`src/design/valu_pkg.sv`:
```
package valu_pkg;

    typedef logic [63:0] data_t;     // one register slice
    typedef logic [31:0] addr_t;
    typedef logic [7:0]  be_t;       // one bit per data byte
    typedef logic [7:0]  vl_t;
    typedef logic [1:0]  sew_t;      // 0: 8b, 1: 16b, 2: 32b, 3: 64b
    typedef logic [5:0]  func_id_t;
    typedef logic [3:0]  alu_op_t;

    // decoded operation classes
    localparam alu_op_t op_add   = 4'd0;
    localparam alu_op_t op_sub   = 4'd1;
    localparam alu_op_t op_rsub  = 4'd2;
    localparam alu_op_t op_minu  = 4'd3;
    localparam alu_op_t op_min   = 4'd4;
    localparam alu_op_t op_maxu  = 4'd5;
    localparam alu_op_t op_max   = 4'd6;
    localparam alu_op_t op_and   = 4'd7;
    localparam alu_op_t op_or    = 4'd8;
    localparam alu_op_t op_xor   = 4'd9;
    localparam alu_op_t op_move  = 4'd10;
    localparam alu_op_t op_merge = 4'd11;

    // request function codes
    localparam func_id_t fn_add  = 6'd0;
    localparam func_id_t fn_sub  = 6'd2;
    localparam func_id_t fn_rsub = 6'd3;
    localparam func_id_t fn_minu = 6'd4;
    localparam func_id_t fn_min  = 6'd5;
    localparam func_id_t fn_maxu = 6'd6;
    localparam func_id_t fn_max  = 6'd7;
    localparam func_id_t fn_and  = 6'd9;
    localparam func_id_t fn_or   = 6'd10;
    localparam func_id_t fn_xor  = 6'd11;
    localparam func_id_t fn_mv   = 6'd23;  // move or merge, split by mask

endpackage

```
`src/design/valu_ifs.sv`:
```
`timescale 1ns/1ns

interface valu_op_if;
    logic               valid;
    valu_pkg::alu_op_t  op;
    valu_pkg::sew_t     sew;
    valu_pkg::data_t    data0;
    valu_pkg::data_t    data1;
    valu_pkg::addr_t    addr;
    valu_pkg::be_t      be;
    valu_pkg::vl_t      vl;

    modport src (output valid, op, sew, data0, data1, addr, be, vl);
    modport dst (input  valid, op, sew, data0, data1, addr, be, vl);
endinterface

interface valu_res_if;
    logic               valid;
    valu_pkg::data_t    data;
    valu_pkg::addr_t    addr;
    valu_pkg::be_t      be;
    valu_pkg::vl_t      vl;

    modport src (output valid, data, addr, be, vl);
    modport dst (input  valid, data, addr, be, vl);
endinterface

```
`src/design/valu_decode.sv`:
```
`timescale 1ns/1ns

module valu_decode (
    input  logic                clk,
    input  logic                rst,
    input  logic                req_valid,
    input  valu_pkg::func_id_t  req_func_id,
    input  logic                req_mask,
    input  valu_pkg::sew_t      req_sew,
    input  valu_pkg::data_t     req_data0,
    input  valu_pkg::data_t     req_data1,
    input  valu_pkg::addr_t     req_addr,
    input  valu_pkg::be_t       req_be,
    input  valu_pkg::vl_t       req_vl,
    valu_op_if.src              op_out
);

    valu_pkg::alu_op_t dec_op;
    logic              dec_known;

    always_comb begin
        dec_known = 1'b1;
        dec_op    = valu_pkg::op_add;
        case (req_func_id)
            valu_pkg::fn_add:  dec_op = valu_pkg::op_add;
            valu_pkg::fn_sub:  dec_op = valu_pkg::op_sub;
            valu_pkg::fn_rsub: dec_op = valu_pkg::op_rsub;
            valu_pkg::fn_minu: dec_op = valu_pkg::op_minu;
            valu_pkg::fn_min:  dec_op = valu_pkg::op_min;
            valu_pkg::fn_maxu: dec_op = valu_pkg::op_maxu;
            valu_pkg::fn_max:  dec_op = valu_pkg::op_max;
            valu_pkg::fn_and:  dec_op = valu_pkg::op_and;
            valu_pkg::fn_or:   dec_op = valu_pkg::op_or;
            valu_pkg::fn_xor:  dec_op = valu_pkg::op_xor;
            valu_pkg::fn_mv:   dec_op = req_mask ? valu_pkg::op_merge : valu_pkg::op_move;
            default:           dec_known = 1'b0;  // request gets dropped
        endcase
    end

    always_ff @(posedge clk) begin
        if (rst) begin
            op_out.valid <= 1'b0;
            op_out.op    <= '0;
            op_out.sew   <= '0;
            op_out.data0 <= '0;
            op_out.data1 <= '0;
            op_out.addr  <= '0;
            op_out.be    <= '0;
            op_out.vl    <= '0;
        end else begin
            op_out.valid <= req_valid & dec_known;
            op_out.op    <= dec_op;
            op_out.sew   <= req_sew;
            op_out.data0 <= req_data0;
            op_out.data1 <= req_data1;
            op_out.addr  <= req_addr;
            op_out.be    <= req_be;
            op_out.vl    <= req_vl;
        end
    end

endmodule

```
`src/design/valu_lane_alu.sv`:
```
`timescale 1ns/1ns

module valu_lane_alu (
    input  logic      clk,
    input  logic      rst,
    valu_op_if.dst    op_in,
    valu_res_if.src   res_out
);

    // element-wise arithmetic and min/max for one fixed element width
    function automatic valu_pkg::data_t lane_calc(
        input valu_pkg::alu_op_t op,
        input valu_pkg::data_t   a,
        input valu_pkg::data_t   b,
        input int                ew
    );
        valu_pkg::data_t m;
        valu_pkg::data_t sbit;
        valu_pkg::data_t ea;
        valu_pkg::data_t eb;
        valu_pkg::data_t er;
        valu_pkg::data_t res;
        logic            lt_u;
        logic            lt_s;
        m    = {64{1'b1}} >> (64 - ew);
        sbit = 64'd1 << (ew - 1);
        res  = '0;
        for (int i = 0; i < 8; i++) begin
            if (i * ew < 64) begin
                ea   = (a >> (i * ew)) & m;
                eb   = (b >> (i * ew)) & m;
                lt_u = ea < eb;
                lt_s = (ea ^ sbit) < (eb ^ sbit);  // sign flip turns signed into unsigned order
                case (op)
                    valu_pkg::op_add:  er = ea + eb;
                    valu_pkg::op_sub:  er = ea - eb;  // data0 - data1
                    valu_pkg::op_rsub: er = eb - ea;  // data1 - data0
                    valu_pkg::op_minu: er = lt_u ? ea : eb;
                    valu_pkg::op_min:  er = lt_s ? ea : eb;
                    valu_pkg::op_maxu: er = lt_u ? eb : ea;
                    valu_pkg::op_max:  er = lt_s ? eb : ea;
                    default:           er = '0;
                endcase
                res = res | ((er & m) << (i * ew));  // carries die at the mask
            end
        end
        return res;
    endfunction

    valu_pkg::data_t elem_res [4];
    valu_pkg::data_t result;

    // one candidate per element width, picked by sew below
    for (genvar g = 0; g < 4; g++) begin : g_sew
        assign elem_res[g] = lane_calc(op_in.op, op_in.data0, op_in.data1, 8 << g);
    end

    always_comb begin
        result = elem_res[op_in.sew];
        case (op_in.op)
            valu_pkg::op_and:  result = op_in.data0 & op_in.data1;
            valu_pkg::op_or:   result = op_in.data0 | op_in.data1;
            valu_pkg::op_xor:  result = op_in.data0 ^ op_in.data1;
            valu_pkg::op_move: result = op_in.data0;
            valu_pkg::op_merge: begin
                for (int k = 0; k < 8; k++) begin
                    result[k*8 +: 8] = op_in.be[k] ? op_in.data0[k*8 +: 8]
                                                   : op_in.data1[k*8 +: 8];
                end
            end
            default: ;
        endcase
    end

    always_ff @(posedge clk) begin
        if (rst) begin
            res_out.valid <= 1'b0;
            res_out.data  <= '0;
            res_out.addr  <= '0;
            res_out.be    <= '0;
            res_out.vl    <= '0;
        end else begin
            res_out.valid <= op_in.valid;
            res_out.data  <= result;
            res_out.addr  <= op_in.addr;  // side fields ride along untouched
            res_out.be    <= op_in.be;
            res_out.vl    <= op_in.vl;
        end
    end

endmodule

```
`src/design/valu_resp_stage.sv`:
```
`timescale 1ns/1ns

module valu_resp_stage (
    input  logic             clk,
    input  logic             rst,
    valu_res_if.dst          res_in,
    output logic             resp_valid,
    output valu_pkg::data_t  resp_data,
    output valu_pkg::addr_t  resp_addr,
    output valu_pkg::be_t    resp_be,
    output valu_pkg::vl_t    resp_vl
);

    always_ff @(posedge clk) begin
        if (rst) begin
            resp_valid <= 1'b0;
            resp_data  <= '0;
            resp_addr  <= '0;
            resp_be    <= '0;
            resp_vl    <= '0;
        end else begin
            resp_valid <= res_in.valid;
            if (res_in.valid) begin  // hold last result between responses
                resp_data <= res_in.data;
                resp_addr <= res_in.addr;
                resp_be   <= res_in.be;
                resp_vl   <= res_in.vl;
            end
        end
    end

endmodule

```
`src/design/valu_top.sv`:
```
`timescale 1ns/1ns

module valu_top (
    input  logic                clk,
    input  logic                rst,
    input  logic                req_valid,
    input  valu_pkg::func_id_t  req_func_id,
    input  logic                req_mask,
    input  valu_pkg::sew_t      req_sew,
    input  valu_pkg::data_t     req_data0,
    input  valu_pkg::data_t     req_data1,
    input  valu_pkg::addr_t     req_addr,
    input  valu_pkg::be_t       req_be,
    input  valu_pkg::vl_t       req_vl,
    output logic                resp_valid,
    output valu_pkg::data_t     resp_data,
    output valu_pkg::addr_t     resp_addr,
    output valu_pkg::be_t       resp_be,
    output valu_pkg::vl_t       resp_vl
);

    valu_op_if  op_bus ();   // decode -> alu
    valu_res_if res_bus ();  // alu -> response register

    valu_decode u_decode (
        .clk         (clk),
        .rst         (rst),
        .req_valid   (req_valid),
        .req_func_id (req_func_id),
        .req_mask    (req_mask),
        .req_sew     (req_sew),
        .req_data0   (req_data0),
        .req_data1   (req_data1),
        .req_addr    (req_addr),
        .req_be      (req_be),
        .req_vl      (req_vl),
        .op_out      (op_bus.src)
    );

    valu_lane_alu u_lane_alu (
        .clk     (clk),
        .rst     (rst),
        .op_in   (op_bus.dst),
        .res_out (res_bus.src)
    );

    valu_resp_stage u_resp_stage (
        .clk        (clk),
        .rst        (rst),
        .res_in     (res_bus.dst),
        .resp_valid (resp_valid),
        .resp_data  (resp_data),
        .resp_addr  (resp_addr),
        .resp_be    (resp_be),
        .resp_vl    (resp_vl)
    );

endmodule

```
`config.mk`:
```
export PLATFORM = sky130hd
export DESIGN_NAME = valu_top
export DESIGN_NICKNAME = d
export VERILOG_FILES = /design/src/design/valu_pkg.sv /design/src/design/valu_ifs.sv /design/src/design/valu_decode.sv /design/src/design/valu_lane_alu.sv /design/src/design/valu_resp_stage.sv /design/src/design/valu_top.sv
export SDC_FILE = /design/constraint.sdc
export NUM_CORES = 2
export LEC_CHECK = 0
export BUFFER_PORTS_ARGS = -buffer_cell sky130_fd_sc_hd__clkbuf_2
export CORE_MARGIN = 4
export CORE_UTILIZATION = 40
export CTS_CLUSTER_SIZE = 20
export DETAILED_ROUTE_END_ITERATION = 10
export PLACE_DENSITY_LB_ADDON = 0.3
export SLEW_MARGIN = 5
export SYNTH_ARGS = -nofsm -noshare
export SYNTH_HDL_FRONTEND = slang
export SYNTH_SLANG_ARGS = --single-unit
```
`constraint.sdc`:
```
create_clock -name clk -period 6.7 [get_ports clk]
set_input_delay 1.34 -clock clk [delete_from_list [all_inputs] [get_ports clk]]
set_output_delay 1.34 -clock clk [all_outputs]
set_load 0.1 [all_outputs]
```
==> impl_metrics.env <==
export IMPL_yosysWarnings=0
export IMPL_synth_cell_types=106
export IMPL_synth_edf_count=0
export IMPL_grt_usage=0.357
export IMPL_fp_row_count=115
export IMPL_end_kind="flip-flop"
export IMPL_grt_pass1_vias=40900
export IMPL_dr_pass1_iters=7
export IMPL_maxCapViolations=0
export IMPL_antenna_found_initial=5
export IMPL_cp_start_kind="flip-flop"
export IMPL_drive_gt1_frac=0.131
export IMPL_wl_per_cell_um=29.3
export IMPL_route_detailed_drc=0
export IMPL_overflow=0
export IMPL_outcome="completed"
export IMPL_leakage_nw=18.7
export IMPL_synthToLayoutAreaGrowth_pct=13.3
export IMPL_fin_tns_setup_ns=0
export IMPL_drv_slew=0
export IMPL_grt_first_pass_wirelength_um=280000
export IMPL_yosys_top_cells_area="dfxtp_1 20%, ha_1 11%, xnor2_1 7.5%"
export IMPL_pre_cts_slack_ns=0.301
export IMPL_synthCells=5182
export IMPL_cts_buffers=47
export IMPL_power_frac_seq=0.304
export IMPL_pwr_density_cell_mw_per_mm2=198
export IMPL_fin_worst_skew_ns=0.0417
export IMPL_start_util=0.405
export IMPL_antenna_left=0
export IMPL_yosysSeqAreaShare=0.205
export IMPL_clock_latency_ns=0.67
export IMPL_path_max_fanout=9
export IMPL_async_reset_ff_frac=0
export IMPL_maxSlewHeadroom=0.123
export IMPL_layout_nets=5962
export IMPL_hpwl_um=147000
export IMPL_path_cells="or4_1, nor3_2, nand3_1, or4_1, nor2_4, a31oi_1, xnor2_1, ha_1, a21o_1, o21bai_1, a311oi_2, o221ai_1, or3b_1, a41oi_1, buf_4, o2111ai_1, a31o_2, a221oi_2, xnor2_1, o211ai_1, a311oi_1"
export IMPL_cts_tree="built"
export IMPL_cts_max_level=2
export IMPL_critPathArrivalTime_ns=6.97
export IMPL_finalSetupViolCount=0
export IMPL_cts_num_sinks=409
export IMPL_grt_max_degree=174
export IMPL_pin_count=301
export IMPL_gp_congestion=1.06
export IMPL_totalWireLength_um=197000
export IMPL_cellInternalPower_mw=5.52
export IMPL_die_area_mm2=0.105
export IMPL_cts_root_buffer="clkbuf_16"
export IMPL_netlist_area_mm2=0.0400
export IMPL_ys_ff_latch=409
export IMPL_dr_first_iter_drc_count=5818
export IMPL_max_stage_delay_ns=0.63
export IMPL_syn_nets=5753
export IMPL_die_x_um=324
export IMPL_min_period_over_period=0.957
export IMPL_yosysMostFrequentCell="nor2_1"
export IMPL_combPwrFrac=0.377
export IMPL_tightest_slew_ns=1.31
export IMPL_required_ns=7.25
export IMPL_dieHeight_um=324
export IMPL_synth_top_area_share=0.205
export IMPL_rsz0062_at_grt="false"
export IMPL_fin_crit_ns=6.41
export IMPL_core_area_mm2=0.0989
export IMPL_io_buffers=300
export IMPL_netSwitchingFraction=0.385
export IMPL_ctsHoldBuffers=0
export IMPL_peakVddDrop_uv=187
export IMPL_finalHoldViolations=0
export IMPL_avgSynthCellArea_um2=7.72
export IMPL_routed_via_count=43400
export IMPL_clkPwrFrac=0.319
export IMPL_post_cts_buffers=0
export IMPL_synth_top_cells_by_count="419 x nor2_1, 409 x dfxtp_1, 384 x a21oi_1"
export IMPL_power_switching_mw=3.45
export IMPL_clk_pin_slew_ns=0.06
export IMPL_cts_max_path_buffers=3
export IMPL_min_path_type="flip-flop to flip-flop"
export IMPL_yosys_area_top_type="dfxtp_1"
export IMPL_synth_ff_type="dfxtp_1"
export IMPL_worst_slack_ns=0.285
export IMPL_timing_fmax_mhz=156
export IMPL_crit_slowest_cell="or4_1"
export IMPL_criticalPathCategory="flip-flop to flip-flop"
export IMPL_routed_via_density=6.46
## layer usage
layer	global-route usage	routed length, um	up-vias
met2	0.557	84900	2709
met5	0	0	-
met3	0.0770	19400	703
li1	-	-	19400
met1	0.451	78100	20600
met4	0.219	14300	0
## power by group through the flow
stage	Clock [mW]	Sequential, mW	Combinational [mW]
5_1_grt	3.01	2.73	3.58
4_1_cts	2.92	2.72	3.28
6_report	2.86	2.72	3.38
3_3_place_gp	0	2.77	3.26
2_1_floorplan	0	2.74	2.18
3_5_place_dp	0	2.77	3.26
## final cells by class
| cell class | instances | area, um2 |
|---|---|---|
| repair buffers | 530 | 3300 |
| clock buffers | 66 | 1390 |
| clock inverters | 21 | 349 |
| multi-input cells | 4160 | 29600 |
| fillers | 10100 | 53500 |
| diodes | 2 | 5.00 |
| well taps | 1287 | 1610 |
| inverters | 243 | 912 |
| flip-flops and latches | 409 | 8200 |
## stage by stage
stage                     hold WS [ns]  utilization  std cells  instance area [um2]  total power [mW]
after floorplan                  0.414            -       5182                40000              4.92
after global placement           0.415        0.441       6629                43600              6.03
after detailed placement         0.420        0.441       6629                43600              6.03
after CTS                        0.431        0.458       6716                45300              8.91
after global routing             0.444        0.459       6717                45300              9.32
final                            0.433        0.459       6718                45300              8.97
## worst paths after layout
check / start / end / slack (ns) / cells after the start
setup reg to reg: u_decode.op_out.data0[4] / u_lane_alu.res_out.data[60] / 0.29 / 21
hold / removal: u_decode.op_out.valid / u_lane_alu.res_out.valid / 0.43 / 1
setup / recovery: u_decode.op_out.data0[4] / u_lane_alu.res_out.data[60] / 0.29 / 21
hold reg to reg: u_decode.op_out.valid / u_lane_alu.res_out.valid / 0.43 / 1
## kinds of logic (layout without fill, tap and decap cells)
logic type | after synthesis | in the layout | synth area share
xor+xnor | 421 | 421 | 0.0922
flops | 409 | 409 | 0.205
other cells | 0 | 2 | 0
compound gates | 1783 | 1783 | 0.305
simple gates | 1428 | 1428 | 0.179
buf+inv | 613 | 860 | 0.0601
fa+ha+maj | 383 | 383 | 0.123
mux | 145 | 145 | 0.0363
## sequential cells by signal, summed over array words and instances (netlist names)
name                      flops
u_decode.op_out.data1        64
u_decode.op_out.op            4
u_resp_stage.resp_be          8
u_decode.op_out.data0        64
u_lane_alu.res_out.addr      32
u_lane_alu.res_out.data      64
u_resp_stage.resp_valid       1
u_decode.op_out.be            8
u_lane_alu.res_out.valid      1
u_decode.op_out.valid         1
u_lane_alu.res_out.vl         8
u_resp_stage.resp_vl          8
u_lane_alu.res_out.be         8
u_resp_stage.resp_data       64
u_resp_stage.resp_addr       32
u_decode.op_out.sew           2
u_decode.op_out.vl            8
u_decode.op_out.addr         32
## worst max-delay path, delay by kind of cell, from the launching register on
family / cells / cell delay (ns)
adders and majority gates: 1 / 0.38
xor gates and xnor gates: 2 / 0.32
and+or+nand+nor: 6 / 2.37
buffers and inverters: 1 / 0.21
DFF: 1 / 0.42
AOI/OAI and AO/OA: 11 / 2.61
## what timing repair did
item                                   CTS  global route
resized for setup                        0             6
setup endpoints to repair                0             4
endpoints found under the hold margin    0             0
## cell usage in the layout, fill, tap and decap left out, types with 23 or more instances in the layout
cell       instances
o21bai_1          55
mux2i_1          143
o31ai_1           51
a221oi_1         173
nor3_1            76
o21ai_0          338
o211ai_1          39
o21ai_1           26
nor4_1            39
a21oi_1          383
a31oi_1           69
o21a_1            37
or3_1             23
a211oi_1          41
xor2_1            80
clkbuf_16         47
and2_1            23
buf_4            225
nand2_1          303
nand3_1           70
nand4_1           39
a221o_1           71
a22oi_1           80
clkbuf_2         299
ha_1             367
xnor2_1          341
o221ai_1          63
nor2_1           412
a21o_1           103
inv_1            225
dfxtp_1          406
o22ai_1           57
nor2b_1          282
nand2b_1          46
No activity file was read; power rests on OpenSTA's default activity.
